### config.mk
export PLATFORM = sky130hd
export DESIGN_NAME = lsu_issue
export DESIGN_NICKNAME = d
export VERILOG_FILES = /design/src/lsu_pkg.sv /design/src/lsu_issue.sv
export VERILOG_INCLUDE_DIRS = /design/src /design/src/include
export SDC_FILE = /design/constraint.sdc
export NUM_CORES = 1
export LEC_CHECK = 0
export CAP_MARGIN = 25
export CORE_MARGIN = 3
export CORE_UTILIZATION = 58
export DETAILED_ROUTE_END_ITERATION = 10
export DONT_BUFFER_PORTS = 1
export PLACE_DENSITY_LB_ADDON = 0.08
export SYNTH_ARGS = -nofsm -noshare
export SYNTH_HDL_FRONTEND = slang
export SYNTH_SLANG_ARGS = --single-unit
### constraint.sdc
create_clock -name CLK -period 13.25 [get_ports CLK]
set_input_delay 2.65 -clock CLK [delete_from_list [all_inputs] [get_ports CLK]]
set_output_delay 2.65 -clock CLK [all_outputs]
set_load 0.05 [all_outputs]
### src/include/lsu_settings.svh
// load/store slice settings for data and address widths, tag width, memory size and latency
`ifndef LSU_SETTINGS_SVH
`define LSU_SETTINGS_SVH

// ########################################
// datapath
// ########################################

// width of a register operand and of a memory doubleword
`define LSU_XLEN 64

// address bits that the data memory decodes
`define LSU_AW 16

// rename bits appended to the 5-bit architectural register index
`define LSU_RB 2

// ########################################
// data memory
// ########################################

// number of doublewords in the data memory
`define LSU_MEM_DEPTH 512

// cycles from an accepted request to its response with a minimum of 1
`define LSU_MEM_LAT 3

`endif

### src/lsu_pkg.sv
// lsu_pkg holds the vector types and packed bundles shared by the load/store slice
`include "lsu_settings.svh"

package lsu_pkg;

	// ########################################
	// plain vectors
	// ########################################

	typedef logic [`LSU_XLEN-1:0] xlen_t;
	typedef logic [5+`LSU_RB-1:0] rd_tag_t;
	typedef logic [`LSU_XLEN/8-1:0] strb_t;
	typedef logic [2:0] funct3_t;
	typedef logic signed [11:0] imm12_t;

	// ########################################
	// bundles
	// ########################################

	// decoded memory command as it arrives at the top level
	// for stores the base field carries the rs2 value to be written
	typedef struct packed {
		logic    is_load;
		logic    is_store;
		logic    is_fence;
		logic    is_fence_i;
		funct3_t funct3;
		rd_tag_t rd;
		xlen_t   base;
		imm12_t  offset;
	} lsu_cmd_t;

	// execute parameter with one flag per operation followed by tag, address and store data
	typedef struct packed {
		logic    lb;
		logic    lh;
		logic    lw;
		logic    ld;
		logic    lbu;
		logic    lhu;
		logic    lwu;
		logic    sb;
		logic    sh;
		logic    sw;
		logic    sd;
		logic    fence_i;
		logic    fence;
		rd_tag_t rd;
		xlen_t   op1;
		xlen_t   op2;
	} lsu_exeparam_t;

	// request towards the data memory with data and strobes right-justified
	typedef struct packed {
		logic [`LSU_AW-1:0] addr;
		xlen_t              wdata;
		strb_t              wstrb;
		logic               wen;
	} mem_req_t;

	typedef struct packed {
		rd_tag_t rd;
		xlen_t   result;
	} wb_t;

	typedef enum logic [1:0] {
		EMPTY,
		HELD,
		WAIT
	} issue_state_t;

endpackage

### src/lsu_issue.sv
// lsu_issue is a one-entry command buffer that forms the address, decodes funct3 and launches lsu
`timescale 1ns/100ps
`include "lsu_settings.svh"

module lsu_issue (
	input  logic                   CLK,
	input  logic                   rst,
	input  lsu_pkg::lsu_cmd_t      cmd,
	input  logic                   cmd_valid,
	output logic                   cmd_busy,
	input  logic                   flush,
	input  logic                   exeparam_ready,
	input  logic                   wb_valid,
	output lsu_pkg::lsu_exeparam_t exeparam,
	output logic                   exeparam_valid
);

	lsu_pkg::issue_state_t  state;
	lsu_pkg::lsu_exeparam_t param_next;
	lsu_pkg::xlen_t         offset_sext;
	logic                   accept;
	logic                   launch;
	logic                   funct3_legal;

	// a flush in the same cycle as a new command drops that command too
	assign accept = (state == lsu_pkg::EMPTY) & cmd_valid & ~flush;
	assign launch = (state == lsu_pkg::HELD) & exeparam_ready & ~flush;
	assign cmd_busy = (state != lsu_pkg::EMPTY);

	assign offset_sext = {{(`LSU_XLEN-12){cmd.offset[11]}}, cmd.offset};

	// loads use every funct3 but 111 and stores only the four widths without bit 2
	assign funct3_legal = cmd.is_load ? (cmd.funct3 != 3'b111) :
		cmd.is_store ? ~cmd.funct3[2] : 1'b1;

	// ########################################
	// decode
	// ########################################

	always_comb begin
		param_next = '0;
		param_next.fence = cmd.is_fence;
		param_next.fence_i = cmd.is_fence_i;
		param_next.rd = cmd.rd;
		if (cmd.is_store) begin
			// the store address comes from the offset alone because the base field holds the data
			param_next.op1 = offset_sext;
			param_next.op2 = cmd.base;
			case (cmd.funct3)
				3'b000: param_next.sb = 1'b1;
				3'b001: param_next.sh = 1'b1;
				3'b010: param_next.sw = 1'b1;
				3'b011: param_next.sd = 1'b1;
				default: param_next.sd = 1'b0;
			endcase
		end else begin
			param_next.op1 = cmd.base + offset_sext;
			if (cmd.is_load) begin
				case (cmd.funct3)
					3'b000: param_next.lb = 1'b1;
					3'b001: param_next.lh = 1'b1;
					3'b010: param_next.lw = 1'b1;
					3'b011: param_next.ld = 1'b1;
					3'b100: param_next.lbu = 1'b1;
					3'b101: param_next.lhu = 1'b1;
					3'b110: param_next.lwu = 1'b1;
					default: param_next.ld = 1'b0;
				endcase
			end
		end
	end

	// ########################################
	// state machine
	// ########################################

	always_ff @(posedge CLK) begin
		if (rst) begin
			state <= lsu_pkg::EMPTY;
			exeparam_valid <= 1'b0;
		end else begin
			exeparam_valid <= launch;
			case (state)
				lsu_pkg::EMPTY: if (accept) state <= lsu_pkg::HELD;
				lsu_pkg::HELD: begin
					if (flush) state <= lsu_pkg::EMPTY;
					else if (launch) state <= lsu_pkg::WAIT;
				end
				// stay here until lsu has written back or the operation is dropped
				lsu_pkg::WAIT: if (flush | wb_valid) state <= lsu_pkg::EMPTY;
				default: state <= lsu_pkg::EMPTY;
			endcase
		end
	end

	always_ff @(posedge CLK) begin
		if (accept) exeparam <= param_next;
	end

	a_cmd_not_busy: assert property (@(posedge CLK) disable iff (rst)
		cmd_valid |-> !cmd_busy);

	a_funct3_legal: assert property (@(posedge CLK) disable iff (rst)
		accept |-> funct3_legal);

endmodule

==> results.yml <==
status:
  status: "complete, no violations"
setup_path:
  crit_fanout: 58
  startpoint: "cmd[11]"
  cp_cell_sequence: "ha_1 -> nand2_1 -> o21ai_0 -> a2111oi_0 -> a31oi_2 -> nand3_2 -> o31ai_4 -> a31oi_4 -> a211o_1 -> and4b_1"
  rrSetupSlack_ps: 10610
  endpoint_kind: "register"
  critPathLaunchType: "input pin"
  cp.arrival_ps: 5390
  max_stage_delay_ps: 430
  path_class: "input pin to register"
  reg2reg_depth: 4
  critPathRequiredTime_ps: 13440
  r2r-start: "state[0]$_SDFFE_PP0P_"
  regToRegEndpoint: "exeparam[84]$_DFFE_PP_"
  slowest_stage: "o31ai_4"
sta:
  drv_slew: 0
  period_share_pct: 39.29
  setup_tns_ps: 0
  finalHoldViolations: 0
  max_slew_margin_pct: 36.19
  fin_skew_ps: 5.504
  finalCriticalPeriod_ps: 5206
  rsz0062_at_grt: "false"
  worst_slew_pin_slew_ps: 957.1
  setup_viol: 0
  fmax_ghz: 0.1921
pwr:
  combPwrFrac_pct: 17.1
  finalPower_mw: 1.402
  p_seq_share_pct: 46.5
  power.share.clock_pct: 36.4
  p_switching_mw: 0.4460
  powerDensity_nw_per_um2: 137.3
  ir_worst_vdd_mv: 0.09323
  switching_share_pct: 31.81
  leakage_nw: 3.810
  p_int_mw: 0.9562
clock_tree:
  cts-resized-gates: 0
  hold_buffers: 0
  clkTransAtPathRegs_ps: 60
  cts_sinks: 151
  clk_path_buf_depth: 2
  cts_tree: "built"
  cts.htree.levels: 4
  clock_latency_ps: 440
  cts_buffers: 17
  clock-root-buffer: "clkbuf_16"
  post-cts-setup-buffers: 0
floorplan:
  die_w_um: 133.9
  die_y_um: 133.9
  core_area_sq_um: 15940
  io_pins: 246
  std_cell_rows: 46
  die_area_sq_um: 17940
  initial_utilization_pct: 59.54
final_layout:
  antenna_cells: 0
  register_area_sq_um: 4504
  multi_input_area_sq_um: 4753
  n_fill_cell: 1279
  area_growth_pct: 7.591
  nets: 1059
  final_cell_mix: "edfxtp_1, nand2_1, o21ai_0"
  final_common_cell: "edfxtp_1"
  drive_gt1_share_pct: 5.598
worst_hold_path:
  hold_path_class: "register to register"
  holdCritStartpoint: "state[0]$_SDFFE_PP0P_"
  min_to: "exeparam_valid$_SDFF_PP0_"
  min_path_cells: 2
yosys:
  synth-seq-cells: 151
  ys_warn_count: 0
  synth_area_sq_um: 9493
  async_reset_ff_share_pct: 0
  ys_types: 74
  synth-main-ff-cell: "edfxtp_1"
  ys_top_cells_by_area: "edfxtp_1, ha_1, and2_1"
  syn_area_per_cell_sq_um: 10.30
  synth_edf_count: 148
  syn-num-nets: 1082
  yosys.area.top_type_share_pct: 46.82
  seq_area_frac_synth_pct: 47.45
  synth_area_leader_cell: "edfxtp_1"
  syn_inst: 922
routing:
  route.detailed.drc: 0
  drt-total-wl_mm: 23.29
  viasPerCell: 6.363
  antenna_left: 0
  via_count: 7171
  dr.pass1.iters: 5
  wl_per_cell_um: 20.67
  drtIter0Drc: 655
place:
  place.gp.congestion: 0.9494
  io_buffers: 0
  hpwlAfterDp_mm: 16.86
grt:
  grt_max_degree: 145
  grt_pass1_vias: 6996
  grt_pass1_wl_mm: 36.87
  gr-total-overflow: 0
  antenna_found_initial: 0
  track_usage_pct: 25.82
flow_run:
  cap_violations: 0
-- power groups by stage --
stage	Sequential, mW	Combinational (mW)	Clock [mW]
floorplan	0.661	0.193	0
global placement	0.662	0.232	0
detailed placement	0.662	0.235	0
CTS	0.652	0.237	0.518
global route	0.653	0.267	0.540
finish	0.651	0.240	0.511
-- Yosys cell counts (21+ instances only) --
library cell and n:
nand2_1 74, nand4_1 22, and2_1 69, edfxtp_1 148, nand3_1 21, xor2_1 22, nor2_1 55, clkbuf_1 28
xnor2_1 29, ha_1 63, a21oi_1 72, a21o_1 38, o21ai_0 74
-- flip-flops by register name (all words and copies together) (netlist names) --
signal	cells
exeparam	148
state	2
exeparam_valid	1
-- final cells by class --
type | instances | share of cell area (%)
clock buffer | 17 | 4.165
sequential | 151 | 44.10
clock inverter | 14 | 1.850
timing repair buffer | 3 | 0.2205
tap | 216 | 2.646
multi-input combinational | 713 | 46.54
inverter | 13 | 0.4778
-- per-stage QoR --
step	instance area [sq um]	utilization [%]	hold WS, ps	setup slack (ps)	instances
2_1_floorplan	9498	-	467.9	4291	922
3_3_place_gp	9599	60.21	476.3	7698	1096
3_5_place_dp	9599	60.21	518.3	7677	1096
4_1_cts	10210	64.06	531.2	8114	1127
5_1_grt	10210	64.06	577.3	7946	1127
6_report	10210	64.06	531.3	8044	1127
-- cell families (layout without fill, tap and decap cells) --
logic type / Yosys count / count (layout) / synth area share (%)
and+or+nand+nor: 308 / 308 / 16.95
DFF: 151 / 151 / 47.45
adders and majority gates: 64 / 64 / 8.515
xor gates and xnor gates: 51 / 51 / 4.705
AOI/OAI and AO/OA: 288 / 288 / 19.55
muxes: 2 / 2 / 0.2372
buffers and inverters: 58 / 47 / 2.596
-- worst max-delay path: cells and delay by family --
family          cells  cell delay, ps
compound gates      6            1780
fa+ha+maj           1             410
simple gates        3             520
-- worst max path at each step --
stage                           endpoint  slack [ps]  cells past startpoint
2_1_floorplan  exeparam[0]$_SDFFCE_PN0P_        4290                      2
3_3_place_gp     exeparam[120]$_DFFE_PP_        7700                     11
3_5_place_dp     exeparam[120]$_DFFE_PP_        7680                     11
4_1_cts          exeparam[120]$_DFFE_PP_        8110                     11
5_1_grt          exeparam[124]$_DFFE_PP_        7950                     11
6_report         exeparam[127]$_DFFE_PP_        8040                     10
-- layer usage --
metal	vias up	wire length [um]	GRT usage, %
met3	29	2032	7.952
met5	-	0	0
met2	318	11030	41.16
met4	0	384	8.057
met1	3386	9850	34.08
li1	3438	-	-
Note: power is estimated with default switching activity, not from simulation.
