<file path="config.mk">
export PLATFORM = sky130hd
export DESIGN_NAME = lsu
export DESIGN_NICKNAME = d
export VERILOG_FILES = /design/src/lsu_pkg.sv /design/src/lsu.sv
export VERILOG_INCLUDE_DIRS = /design/src /design/src/include
export SDC_FILE = /design/constraint.sdc
export NUM_CORES = 1
export LEC_CHECK = 0
export ABC_AREA = 1
export ABC_CLOCK_PERIOD_IN_PS = 2700
export BUFFER_PORTS_ARGS = -buffer_cell sky130_fd_sc_hd__buf_2
export CAP_MARGIN = 20
export CORE_AREA = 5 5 143 145
export DETAILED_ROUTE_END_ITERATION = 8
export DIE_AREA = 0 0 148 150
export HOLD_SLACK_MARGIN = 0.1
export SETUP_SLACK_MARGIN = 0.3
export SLEW_MARGIN = 20
export SYNTH_ARGS = -nofsm -noshare
export SYNTH_HDL_FRONTEND = slang
export SYNTH_SLANG_ARGS = --single-unit
</file>
<file path="constraint.sdc">
create_clock -name CLK -period 2.7 [get_ports CLK]
set_input_delay 0.54 -clock CLK [delete_from_list [all_inputs] [get_ports CLK]]
set_output_delay 0.54 -clock CLK [all_outputs]
set_load 0.005 [all_outputs]
</file>
<file path="src/include/lsu_settings.svh">
// load/store slice settings for data and address widths, tag width, memory size and latency
`ifndef LSU_SETTINGS_SVH
`define LSU_SETTINGS_SVH

// ########################################
// datapath
// ########################################

// width of a register operand and of a memory doubleword
`define LSU_XLEN 64

// address bits that the data memory decodes
`define LSU_AW 16

// rename bits appended to the 5-bit architectural register index
`define LSU_RB 2

// ########################################
// data memory
// ########################################

// number of doublewords in the data memory
`define LSU_MEM_DEPTH 512

// cycles from an accepted request to its response with a minimum of 1
`define LSU_MEM_LAT 3

`endif

</file>
<file path="src/lsu_pkg.sv">
// lsu_pkg holds the vector types and packed bundles shared by the load/store slice
`include "lsu_settings.svh"

package lsu_pkg;

	// ########################################
	// plain vectors
	// ########################################

	typedef logic [`LSU_XLEN-1:0] xlen_t;
	typedef logic [5+`LSU_RB-1:0] rd_tag_t;
	typedef logic [`LSU_XLEN/8-1:0] strb_t;
	typedef logic [2:0] funct3_t;
	typedef logic signed [11:0] imm12_t;

	// ########################################
	// bundles
	// ########################################

	// decoded memory command as it arrives at the top level
	// for stores the base field carries the rs2 value to be written
	typedef struct packed {
		logic    is_load;
		logic    is_store;
		logic    is_fence;
		logic    is_fence_i;
		funct3_t funct3;
		rd_tag_t rd;
		xlen_t   base;
		imm12_t  offset;
	} lsu_cmd_t;

	// execute parameter with one flag per operation followed by tag, address and store data
	typedef struct packed {
		logic    lb;
		logic    lh;
		logic    lw;
		logic    ld;
		logic    lbu;
		logic    lhu;
		logic    lwu;
		logic    sb;
		logic    sh;
		logic    sw;
		logic    sd;
		logic    fence_i;
		logic    fence;
		rd_tag_t rd;
		xlen_t   op1;
		xlen_t   op2;
	} lsu_exeparam_t;

	// request towards the data memory with data and strobes right-justified
	typedef struct packed {
		logic [`LSU_AW-1:0] addr;
		xlen_t              wdata;
		strb_t              wstrb;
		logic               wen;
	} mem_req_t;

	typedef struct packed {
		rd_tag_t rd;
		xlen_t   result;
	} wb_t;

	typedef enum logic [1:0] {
		EMPTY,
		HELD,
		WAIT
	} issue_state_t;

endpackage

</file>
<file path="src/lsu.sv">
// lsu issues data memory requests, tracks the access and formats the writeback result
`timescale 1ns/100ps
`include "lsu_settings.svh"

module lsu (
	input  logic                   CLK,
	input  logic                   rst,
	input  lsu_pkg::lsu_exeparam_t exeparam,
	input  logic                   exeparam_valid,
	output logic                   exeparam_ready,
	output logic                   mst_req_valid,
	input  logic                   mst_req_ready,
	output lsu_pkg::mem_req_t      req,
	input  lsu_pkg::xlen_t         rdata,
	input  logic                   slv_rsp_valid,
	input  logic                   flush,
	output logic                   wb_valid,
	output lsu_pkg::wb_t           wb
);

	logic             is_fence_any;
	logic             pending;
	logic             pending_set;
	logic             pending_clr;
	logic             wb_set;
	logic             wb_clr;
	logic             dropped;
	logic             fun_b;
	logic             fun_h;
	logic             fun_w;
	logic             fun_d;
	logic             is_usi;
	lsu_pkg::rd_tag_t rd_q;
	lsu_pkg::xlen_t   result;

	assign is_fence_any = exeparam.fence | exeparam.fence_i;

	// ########################################
	// request
	// ########################################

	// fences never reach the memory
	assign mst_req_valid = exeparam_valid & ~is_fence_any & ~flush;

	always_comb begin
		req.addr = exeparam.op1[`LSU_AW-1:0];
		req.wdata = exeparam.op2;
		req.wen = exeparam.sb | exeparam.sh | exeparam.sw | exeparam.sd;
		req.wstrb = ({8{exeparam.sb}} & 8'h01)
			| ({8{exeparam.sh}} & 8'h03)
			| ({8{exeparam.sw}} & 8'h0f)
			| ({8{exeparam.sd}} & 8'hff);
	end

	assign exeparam_ready = ~mst_req_valid & ~pending & mst_req_ready;

	// width and tag are kept for the response while stores and fences leave all widths clear
	always_ff @(posedge CLK) begin
		if (exeparam_valid) begin
			fun_b <= exeparam.lb | exeparam.lbu;
			fun_h <= exeparam.lh | exeparam.lhu;
			fun_w <= exeparam.lw | exeparam.lwu;
			fun_d <= exeparam.ld;
			is_usi <= exeparam.lbu | exeparam.lhu | exeparam.lwu;
			rd_q <= exeparam.rd;
		end
	end

	// ########################################
	// pending access and writeback
	// ########################################

	assign pending_set = mst_req_valid & ~flush;
	assign pending_clr = (slv_rsp_valid & ~mst_req_valid) | flush;

	assign wb_set = ((slv_rsp_valid & pending) | (is_fence_any & exeparam_valid)) & ~flush;
	assign wb_clr = wb_valid | flush;

	always_ff @(posedge CLK) begin
		if (rst) begin
			pending <= 1'b0;
			wb_valid <= 1'b0;
			dropped <= 1'b0;
		end else begin
			if (pending_set) pending <= 1'b1;
			else if (pending_clr) pending <= 1'b0;

			if (wb_set) wb_valid <= 1'b1;
			else if (wb_clr) wb_valid <= 1'b0;

			// a flushed access still has its response on the way unless it arrives now
			if (flush & pending & ~slv_rsp_valid) dropped <= 1'b1;
			else if (slv_rsp_valid) dropped <= 1'b0;
		end
	end

	// rdata arrives right-justified, so only the extension differs per width
	always_comb begin
		result = '0;
		if (fun_b) begin
			result = is_usi ? {{(`LSU_XLEN-8){1'b0}}, rdata[7:0]} :
				{{(`LSU_XLEN-8){rdata[7]}}, rdata[7:0]};
		end else if (fun_h) begin
			result = is_usi ? {{(`LSU_XLEN-16){1'b0}}, rdata[15:0]} :
				{{(`LSU_XLEN-16){rdata[15]}}, rdata[15:0]};
		end else if (fun_w) begin
			result = is_usi ? {{(`LSU_XLEN-32){1'b0}}, rdata[31:0]} :
				{{(`LSU_XLEN-32){rdata[31]}}, rdata[31:0]};
		end else if (fun_d) begin
			result = rdata;
		end
	end

	always_comb begin
		wb.rd = rd_q;
		wb.result = result;
	end

	a_wb_single: assert property (@(posedge CLK) disable iff (rst)
		wb_valid |=> !wb_valid);

	a_rsp_owned: assert property (@(posedge CLK) disable iff (rst)
		slv_rsp_valid |-> (pending || dropped));

endmodule

</file>
==> results of run 1 <==
-- per-layer routing --
layer	wire length, um	share of wire
met5	35	0.0031
met4	508	0.045
met3	1290	0.11
met2	5280	0.46
met1	4270	0.38
-- critical path, delay by kind of cell (launching register included) --
family / cells / cell delay [ps]
flops: 1 / 370
buf+inv: 2 / 280
simple gates: 6 / 800
-- cells in the final DEF (no fill, tap or decap) --
master and count:
nand3b_1 1, nand2_1 228, or2_1 2, inv_2 3, clkbuf_16 3, nor2_4 1, or2_2 4, o21ai_1 16
nand4_1 1, a21oi_1 1, inv_1 16, buf_12 6, dfxtp_1 2, nor2_1 1, a22oi_1 1, edfxtp_1 12
clkinv_1 1, buf_4 4, nand3_4 1, nand3_2 34, diode_2 2, buf_2 172, nand3_1 11, or3_1 1
inv_8 1
-- report_power, final --
group	switching [W]	total (W)	internal [W]
clock	0.0000849	0.000281	0.000196
sequential	0.00000970	0.000263	0.000253
combinational	0.000309	0.000539	0.000230
-- state kept, by name, summed over array words and instances (netlist names) --
register and flops:
pending 1, rd_q 7, wb_valid 1, fun_h 1, fun_b 1, fun_w 1, fun_d 1, is_usi 1
-- logic make-up (layout without fill, tap and decap cells) --
group,after synthesis,in the layout,share of synthesized area
AO/OA/AOI/OAI,18,18,0.0325
buffers and inverters,139,206,0.362
flip-flops,14,14,0.140
other,0,2,0
AND/OR/NAND/NOR,284,285,0.465
-- area by class of cell --
cell class,count,area [um^2]
diodes,2,5.00
repair buffers,182,1010
clock inverters,1,3.75
fillers,2206,15800
flip-flops and latches,14,400
inverters,20,82.6
multi-input cells,303,1430
clock buffers,3,75.1
well taps,238,298
-- timing repair --
action                                  in CTS  in global routing
pin swaps                                    0                  1
setup buffers                                0                  1
endpoints found under the setup margin       5                 33
cloned                                       0                  1
gates resized for setup                      1                  1
-- path summary, 6_finish.rpt --
check | endpoint | slack, ps | cells after the start
worst max register to register | wb_valid$_SDFFE_PP0P_ | 2050 | 2
worst min-delay path | fun_d$_DFFE_PP_ | 470 | 1
worst min register to register | pending$_SDFFE_PP0P_ | 480 | 2
worst max-delay path | wb[50] | 460 | 8
-- through the flow --
| step | area [um^2] | setup WS, ps | utilization |
|---|---|---|---|
| final | 3310 | 463 | 0.173 |
| after global routing | 3310 | 335 | 0.173 |
| after CTS | 3270 | 304 | 0.171 |
| after detailed placement | 3190 | 550 | 0.167 |
| after global placement | 3190 | 556 | 0.167 |
| after floorplan | 2850 | 908 | - |
==> key figures, run 1 <==
Outcome
  – Status: complete, no violations

Critical path
  – Max incr delay on CP: 380 ps
  – Cell Chain, Critical Path: inv_2, nand3_2, nand2_1, nand2_1, nand2_1, nand2_1, nand2_1, buf_2
  – Crit path top cell by count: nand2_1
  – CP startpoint: is_usi$_DFFE_PP_
  – Slowest-stage cell, CP: nand3_2
  – CP arrival: about 1700 ps
  – WS Path Type: register to primary output
  – Peak fanout along the critical path: 16
  – CP endpoint kind: primary output
  – Type of origin of the critical path: register
  – RR Startpoint: pending$_SDFFE_PP0P_
  – Worst path required time: 2160 ps

Logic synthesis
  – Syn Std Cell Area: roughly 0.0029 mm^2
  – Post-synth EDFFs: 12
  – Synth Flop Type: edfxtp_1
  – Commonest cells in the netlist: nand2_1 (228), buf_4 (94), nand3_2 (32), inv_1 (16), o21ai_1 (16)
  – Synth area leader: nand2_1
  – Cell with the most instances after synthesis: nand2_1
  – Synth top area share: 0.300
  – Dominant cells by area after synthesis: nand2_1 (30%), buf_4 (25%), edfxtp_1 (13%), nand3_2 (11%), buf_6 (4.7%)
  – Seq cells post-synth: 14
  – Syn Inst Count: 455
  – Fraction of registers with async set/reset: 0
  – Seq/Total Area, Yosys: 0.140
  – Syn nets: 673
  – Distinct cells, synth: 26
  – Avg Inst Size Synth: approximately 6.3 um^2
  – Ys Warns: 0

Pwr
  – Leakage: around 2.1 nW
  – Worst vdd rail ir drop: 0.000397 V
  – Pwr dens: between 300 and 400 mW/mm^2
  – Total Power: 0.00108 W

Layout
  – Fraction of layout cells with a size suffix above 1: 0.438
  – Layout Cells excl Fill: between 700 and 800
  – Syn-to-layout area delta: 16.1%
  – Final nets: 742

STA
  – Worst Tran Pin Value: 437 ps
  – Tcrit/Tclk final: 0.828
  – Final Hold Vio Count: 0
  – Max Slew Vio Count: 0
  – Slew margin rel.: 0.708
  – Max Clock Skew: around 0.16 ps
  – RSZ-0062 raised after global routing: false
  – Final hold slack: ~470 ps
  – Achievable Freq: 447 MHz
  – Setup total negative slack: 0 ps
  – Min Tclk post-route: 2240 ps
  – # setup viols final: 0

Global routing
  – Most Crowded Layer GR: met2
  – Met3 Track Usage GR: 0.0363
  – First-pass GRT wire length: between 15000 and 20000 um
  – GRT Total Usage: 0.0907
  – Vias in the first global route: 2747
  – GR Overflow Total: 0
  – Initial antenna violation count: 4
  – Met1 Resource Use GR: 0.0986
  – Met2 usage in global routing: 0.154
  – Largest net degree at the start of global routing: 57

CTS
  – Hold Buf Count CTS: 0
  – Total CTS buffers: 3
  – Max Root-Sink Buffers: 2
  – Clock transition at the registers of the reported paths: 40 ps
  – Num Clock Sinks: 14
  – Skew-Pair Late Insertion Delay: 240 ps
  – CTS H-tree depth: 1
  – Root Driver: clkbuf_16
  – CTS tree: yes

Detailed routing
  – Total Wirelength: about 11000 um
  – Via density per instance: 3.86
  – Iteration-0 DRC Markers: between 100 and 150
  – Total number of vias: between 2000 and 3000
  – Post-route ant nets: 0
  – Residual DRC: 0
  – First drt pass iteration count: 4
  – WL per Instance: 14.9 um

Floorplanning
  – Die span in y: 150 um
  – Core area: ~0.019 mm^2
  – Die ar.: 0.0222 mm^2
  – Initial Utilization: 0.149
  – Die width: 148 um
  – Standard-cell rows: 51
  – Ports: 381

Job
  – Max cap viols: 0

Worst hold path
  – Hold_sp: exeparam[144]
  – HP Class: input pin to register

Place
  – I/O Buffers: ~170
  – RD Place Congestion: 0.707
  – Cells after DPL: roughly 760
  – Detailed placement HPWL: 9190 um
Note: power is estimated with default switching activity, not from simulation.
==> run 2, diff against run 1 <==
--- a/config.mk
+++ b/config.mk
@@ -6,8 +6,8 @@
 export SDC_FILE = /design/constraint.sdc
 export NUM_CORES = 1
 export LEC_CHECK = 0
-export ABC_AREA = 1
-export ABC_CLOCK_PERIOD_IN_PS = 2700
+export ABC_AREA = 0
+export ABC_CLOCK_PERIOD_IN_PS = 1900
 export BUFFER_PORTS_ARGS = -buffer_cell sky130_fd_sc_hd__buf_2
 export CAP_MARGIN = 20
 export CORE_AREA = 5 5 143 145
==> constraint.sdc (replaced) <==
create_clock -name CLK -period 1.9 [get_ports CLK]
set_input_delay 0.38 -clock CLK [delete_from_list [all_inputs] [get_ports CLK]]
set_output_delay 0.38 -clock CLK [all_outputs]
set_load 0.005 [all_outputs]
==> key figures, run 2 <==
Pwr
  – Combinational share of power: 0.442 (-0.056)
  – Sw Pwr: 0.000451 W (+12%)
  – Worst vdd rail ir drop: 0.000535 V (+35%)
  – Register share of total power: 0.257 (+0.014)
  – Pwr dens: 511 mW/mm^2 (+56%)
  – Switching share of power: 0.307 (-0.0663)
  – Clock Power Share: 0.301 (+0.042)
  – Leakage: 1.47 nW (-30%)
  – Int Power: 0.00102 W (+50%)

STA
  – Tcrit/Tclk final: 1.05
  – Final Hold Vio Count: 0 (unchanged)
  – Worst Tran Pin Value: 354 ps (-83.5 ps)
  – RSZ-0062 raised after global routing: true
  – Achievable Freq: 501 MHz
  – # setup viols final: 54 (+54)
  – Final hold slack: 306 ps (-162 ps)
  – Setup total negative slack: -2790 ps (-2790 ps)
  – Min Tclk post-route: about 2000 ps
  – Slew margin rel.: 0.764 (+0.0559)
  – Max Clock Skew: 0.103 ps (-0.0527 ps)
  – Max Slew Vio Count: 0 (unchanged)
  – Worst setup margin: -96.5 ps (-560 ps)

Critical path
  – CP arrival: 1620 ps (-80 ps)
  – WS Path Type: register to primary output
  – CP endpoint kind: primary output
  – Worst path required time: 1520 ps (-640 ps)
  – Peak fanout along the critical path: 12 (-4)
  – Type of origin of the critical path: register

Global routing
  – Largest net degree at the start of global routing: 33 (-42%)
  – GRT Total Usage: 0.0625 (-0.0282)
  – Initial antenna violation count: 0 (-4)
  – Vias in the first global route: 1898 (-31%)
  – First-pass GRT wire length: 10800 um (-31%)
  – GR Overflow Total: 0 (unchanged)

Worst hold path
  – HP Class: input pin to register

Logic synthesis
  – Seq cells post-synth: 14 (unchanged)
  – Mux contribution to synthesized area: 0 (unchanged)
  – Synth Flop Type: edfxtp_1
  – Fraction of registers with async set/reset: 0 (unchanged)
  – Synth Area in Simple Gates: 0.101 (-0.365)
  – Avg Inst Size Synth: 8.62 um^2 (+38%)
  – Syn nets: 459 (-32%)
  – Largest family of logic cells by synthesized area: buffers and inverters
  – Syn Std Cell Area: 0.00208 mm^2 (-27%)
  – Seq/Total Area, Yosys: 0.193 (+0.0522)
  – Post-synthesis xor/xnor area fraction: 0 (unchanged)
  – Cell with the most instances after synthesis: buf_4
  – Distinct cells, synth: 29 (+12%)
  – Commonest cells in the netlist: buf_4 (88), a21oi_2 (31), o21ai_1 (29), a21o_1 (25), edfxtp_1 (12)
  – Post-synth EDFFs: 12 (unchanged)
  – Synth top area share: 0.318 (+0.0177)
  – Post-Synth Adder-Cell Area: 0 (unchanged)
  – Dominant cells by area after synthesis: buf_4 (32%), edfxtp_1 (17%), a21oi_2 (13%), a21o_1 (9.0%), o21ai_1 (7.0%)
  – Syn Inst Count: 241 (-47%)
  – Synth Area in Compound Gates: 0.314 (+0.282)
  – Synth area leader: buf_4
  – Ys Warns: 0 (unchanged)

Layout
  – Max reg flops: 7 (unchanged)
  – Antenna Cells: 0 (-2)
  – Layout Cells excl Fill: 570 (-25%)
  – Fraction of layout cells with a size suffix above 1: 0.762 (+0.324)
  – Commonest non-fill, non-tap cell in the layout: buf_2
  – Biggest register: rd_q
  – Final nets: 551 (-26%)
  – Most frequent cells in the layout: buf_2 (167), a21oi_2 (32), a21o_1 (25), o21ai_1 (24), edfxtp_1 (12)
  – Syn-to-layout area delta: 38.5%
  – Final instance area: 0.00288 mm^2 (-13%)
  – Fin util: 0.151 (-0.0226)

Detailed routing
  – First drt pass iteration count: 4 (unchanged)
  – WL per Instance: 13.7 um (-8.3%)
  – Total number of vias: 1955 (-34%)
  – Iteration-0 DRC Markers: 37 (-70%)
  – Post-route ant nets: 0 (unchanged)
  – Via density per instance: 3.43 (-11%)
  – Total Wirelength: 7800 um (-31%)
  – Residual DRC: 0 (unchanged)

Place
  – Detailed placement HPWL: 6300 um (-31%)
  – I/O Buffers: 172 (unchanged)
  – Placement Cell Area: 0.00256 mm^2 (-20%)
  – RD Place Congestion: 0.625 (-12%)
  – Cells after DPL: 557 (-26%)

CTS
  – Max Root-Sink Buffers: 2 (unchanged)
  – Hold Buf Count CTS: 0 (unchanged)
  – Num Clock Sinks: 14 (unchanged)
  – CTS H-tree depth: 1 (unchanged)
  – Total CTS buffers: 3 (unchanged)
  – CTS tree: yes
  – Root Driver: clkbuf_16
  – Skew-Pair Late Insertion Delay: 240 ps (about the same)
  – Clock transition at the registers of the reported paths: 50 ps (about the same)

Floorplanning
  – Core area: 0.0191 mm^2 (unchanged)
  – Die ar.: 0.0222 mm^2 (unchanged)
  – Die span in y: 150 um (unchanged)
  – Initial Utilization: 0.109 (-0.0405)
  – Ports: 381 (unchanged)
  – Die width: 148 um (unchanged)
  – Standard-cell rows: 51 (unchanged)

Outcome
  – Status: finished with violations
  – Failing checks: setup timing

Job
  – Max cap viols: 0 (unchanged)
==> run 2: cell types whose count changed after synthesis, moves of 7 or more <==
| cell | before | now |
|---|---|---|
| a21oi_2 | 0 | 31 |
| nand2_1 | 228 | 2 |
| nor2b_1 | 0 | 9 |
| a21o_1 | 0 | 25 |
| inv_1 | 16 | 0 |
| buf_6 | 12 | 5 |
| nand3_1 | 12 | 0 |
| o21ai_1 | 16 | 29 |
| nand3_2 | 32 | 0 |
==> run 2: power groups by stage <==
stage / sequential [W] / combinational, W / clock, W
global route: 0.000382 / 0.000721 / 0.000468
CTS: 0.000380 / 0.000622 / 0.000457
global placement: 0.000387 / 0.000587 / 0
floorplan: 0.000378 / 0.000439 / 0
detailed placement: 0.000387 / 0.000590 / 0
finish: 0.000378 / 0.000650 / 0.000443
==> run 2: through the flow <==
stage	setup slack, ps	power, W
3_3_place_gp	80.4	0.000975
3_5_place_dp	81.3	0.000978
5_1_grt	-177	0.00157
2_1_floorplan	314	0.000817
4_1_cts	-84.9	0.00146
6_report	-96.5	0.00147
==> run 2: layout make-up <==
cell class	count	area, um^2
Multi-Input combinational cell	124	968
Fill cell	2139	16200
Clock buffer	4	88.8
Timing Repair Buffer	190	1120
Sequential cell	14	400
Tap cell	238	298
==> run 2: kinds of logic (layout without fill, tap and decap cells) <==
| logic type | count (synthesis) | count (layout) |
|---|---|---|
| AOI/OAI and AO/OA | 93 | 93 |
| and+or+nand+nor | 31 | 31 |
| buffers and inverters | 103 | 194 |
| DFF | 14 | 14 |
==> run 2: path summary, 6_finish.rpt <==
kind	depth (start not counted)	endpoint	start	slack, ps
worst max-delay path	5	wb[50]	fun_w$_DFFE_PP_	-100
worst min register to register	2	wb_valid$_SDFFE_PP0P_	pending$_SDFFE_PP0P_	490
worst min-delay path	2	pending$_SDFFE_PP0P_	rst	310
worst max register to register	2	wb_valid$_SDFFE_PP0P_	pending$_SDFFE_PP0P_	1180
==> run 2: what timing repair did <==
item	in CTS	in global routing
pin swaps	11	11
gates resized for setup	18	19
setup endpoints to repair	68	67
buffers inserted	5	3
hold endpoints to repair	0	0
gates cloned	0	1
==> run 2: per-layer routing <==
layer,share of wire,up-vias,track usage
met5,0,-,0
met3,0.13,39,0.0251
li1,-,920,-
met2,0.45,163,0.0982
met4,0.054,0,0.0476
met1,0.37,833,0.0675
==> run 2: worst max-delay path, stage by stage, from the launching register on <==
cell,delay [ps]
edfxtp_1,510
and3b_2,350
clkbuf_16,200
a21oi_2,110
o21ai_1,60
buf_2,130
==> run 3, diff against run 2 <==
--- a/config.mk
+++ b/config.mk
@@ -6,13 +6,14 @@
 export SDC_FILE = /design/constraint.sdc
 export NUM_CORES = 1
 export LEC_CHECK = 0
-export ABC_AREA = 0
+export ABC_AREA = 1
 export ABC_CLOCK_PERIOD_IN_PS = 1900
 export BUFFER_PORTS_ARGS = -buffer_cell sky130_fd_sc_hd__buf_2
 export CAP_MARGIN = 20
-export CORE_AREA = 5 5 143 145
+export CORE_AREA = 5 5 144 146
 export DETAILED_ROUTE_END_ITERATION = 8
-export DIE_AREA = 0 0 148 150
+export DIE_AREA = 0 0 149 151
+export GPL_TIMING_DRIVEN = 0
 export HOLD_SLACK_MARGIN = 0.1
 export SETUP_SLACK_MARGIN = 0.3
 export SLEW_MARGIN = 20
==> key figures, run 3 (synthesis gave the netlist of run 1 again) <==
Outcome
  – Status: finished with violations
  – Failing checks: setup timing

Floorplanning
  – Die width: 149 um (+0.68%)
  – Core area: 0.0193 mm^2 (+1.0%)
  – Standard-cell rows: 51 (unchanged)
  – Initial Utilization: 0.148 (+0.0390)
  – Ports: 381 (unchanged)
  – Die span in y: 151 um (+0.67%)
  – Die ar.: 0.0225 mm^2 (+1.3%)

Layout
  – Fin util: 0.254 (+0.104)
  – Most frequent cells in the layout: buf_2 (246), nand2_1 (210), buf_4 (100), nand3_2 (32), buf_6 (20)
  – Final instance area: 0.00490 mm^2 (+70%)
  – Max reg flops: 7 (unchanged)
  – Fraction of layout cells with a size suffix above 1: 0.637 (-0.125)
  – Biggest register: rd_q
  – Final nets: 943 (+71%)
  – Syn-to-layout area delta: 71.9%
  – Layout Cells excl Fill: 990 (+74%)
  – Commonest non-fill, non-tap cell in the layout: buf_2

Pwr
  – Total Power: 0.00192 W (+30%)
  – Switching share of power: 0.354 (+0.0473)
  – Register share of total power: 0.197 (-0.060)
  – Leakage: 3.09 nW (+110%)
  – Int Power: 0.00124 W (+21%)
  – Worst vdd rail ir drop: 0.000578 V (+8.0%)
  – Pwr dens: 391 mW/mm^2 (-24%)
  – Combinational share of power: 0.599 (+0.157)
  – Clock Power Share: 0.204 (-0.097)
  – Sw Pwr: 0.000678 W (+50%)

CTS
  – CTS H-tree depth: 1 (unchanged)
  – CTS tree: yes
  – Num Clock Sinks: 14 (unchanged)
  – Max Root-Sink Buffers: 2 (unchanged)
  – Hold Buf Count CTS: 0 (unchanged)
  – Clock transition at the registers of the reported paths: 50 ps (about the same)
  – Skew-Pair Late Insertion Delay: 240 ps (about the same)
  – Root Driver: clkbuf_16
  – Total CTS buffers: 3 (unchanged)

Detailed routing
  – Total number of vias: 3568 (+83%)
  – Residual DRC: 0 (unchanged)
  – Via density per instance: 3.60 (+5.1%)
  – Iteration-0 DRC Markers: 73 (+97%)
  – Post-route ant nets: 0 (unchanged)
  – First drt pass iteration count: 4 (unchanged)
  – WL per Instance: 13.3 um (-3.0%)
  – Total Wirelength: 13100 um (+68%)

Critical path
  – Crit path top cell by count: nand2_1
  – Top Family by Delay on Critical Path: flip-flops
  – CP arrival: 1550 ps (-70 ps)
  – Worst path required time: 1520 ps (about the same)
  – CP endpoint: wb[46]
  – CP endpoint kind: primary output
  – Peak fanout along the critical path: 10 (-2)
  – Worst R2R End: wb_valid$_SDFFE_PP0P_
  – RR Startpoint: pending$_SDFFE_PP0P_
  – Max incr delay on CP: 520 ps (about the same)
  – CP bufs+invs: 3 (+1)
  – Slowest-stage cell, CP: edfxtp_1
  – Cell Chain, Critical Path: inv_4, buf_8, nand3_2, nand2_2, nand2_1, nand2_1, nand2_1, nand2_1, buf_2
  – CP startpoint: fun_w$_DFFE_PP_
  – WS Path Type: register to primary output
  – R2R cell count: 2 (unchanged)
  – R2r setup slk: 1250 ps (+70 ps)
  – CP Depth: 9 (+4)
  – Type of origin of the critical path: register

Global routing
  – GRT Total Usage: 0.102 (+0.0400)
  – Largest net degree at the start of global routing: 16 (-52%)
  – GR Overflow Total: 0 (unchanged)
  – First-pass GRT wire length: 18600 um (+72%)
  – Initial antenna violation count: 4 (+4)
  – Vias in the first global route: 3500 (+84%)

Place
  – Setup WS pre-CTS: -52.1 ps (-133 ps)
  – I/O Buffers: 252 (+47%)
  – Detailed placement HPWL: 11700 um (+86%)
  – Cells after DPL: 972 (+75%)
  – Placement Cell Area: 0.00444 mm^2 (+74%)
  – RD Place Congestion: 0.767 (+23%)

Job
  – Max cap viols: 0 (unchanged)

STA
  – Max Clock Skew: 0.114 ps (+0.0103 ps)
  – Worst setup margin: -33.8 ps (+62.7 ps)
  – Achievable Freq: 517 MHz (+3.2%)
  – Worst Tran Pin Value: 329 ps (-25.0 ps)
  – # setup viols final: 27 (-50%)
  – Slew margin rel.: 0.781 (+0.0169)
  – Min Tclk post-route: 1930 ps (-62.7 ps)
  – RSZ-0062 raised after global routing: true
  – Final Hold Vio Count: 0 (unchanged)
  – Max Slew Vio Count: 0 (unchanged)
  – Tcrit/Tclk final: 1.02 (-0.0330)

Worst hold path
  – Hold_sp: exeparam[144]
  – HP Class: input pin to register
-- run 3: cell types whose count changed in the layout (fill, tap and decap cells not counted), sizes merged, moves of 2 or more --
cell,before,now
nand2,2,228
buf,189,375
nand3,0,45
a21oi,33,1
a21o,25,0
inv,0,20
o21ai,33,16
nor2b,9,0
clkbuf,5,11
nor2,5,2
a211oi,2,0
nor3,2,0
-- run 3: timing repair --
item,in CTS,in global routing
pin swaps,16,14
buffers inserted,10,2
gates resized for setup,48,23
cloned,0,1
endpoints found under the setup margin,65,65
-- run 3: per-layer routing --
layer  vias to the layer above  track usage  share of wire
met1                      1526        0.122           0.39
li1                       1860            -              -
met4                         6      0.00778         0.0053
met2                       166        0.193           0.52
met5                         -            0         0.0031
met3                        10       0.0257          0.079
-- run 3: stage by stage --
step	TNS [ps]	hold WS, ps
after floorplan	0	447
after global placement	-224	470
after detailed placement	-221	474
after CTS	-1090	310
after global routing	-6120	304
final	-456	314
-- run 3: how the worst min path moves through the flow --
stage                                      end  cells past startpoint
after floorplan           pending$_SDFFE_PP0P_                      2
after global placement    pending$_SDFFE_PP0P_                      2
after detailed placement  pending$_SDFFE_PP0P_                      2
after CTS                    rd_q[3]$_DFFE_PP_                      1
after global routing         rd_q[0]$_DFFE_PP_                      1
final                          fun_d$_DFFE_PP_                      1
-- run 3: cell type report --
class	instances	area (um^2)
plain buffers	119	1010
fillers	2227	14400
flip-flops and latches	14	400
diodes	1	2.50
clock inverters	1	3.75
multi-input cells	302	1540
repair buffers	265	1450
well taps	265	332
clock buffers	3	75.1
inverters	20	82.6
-- run 3: power by group through the flow --
stage | clock network, W | logic (W) | registers [W]
after global routing | 0.000420 | 0.00127 | 0.000380
after floorplan | 0 | 0.000584 | 0.000377
after CTS | 0.000399 | 0.00114 | 0.000378
final | 0.000391 | 0.00115 | 0.000377
after global placement | 0 | 0.00105 | 0.000383
after detailed placement | 0 | 0.00105 | 0.000382
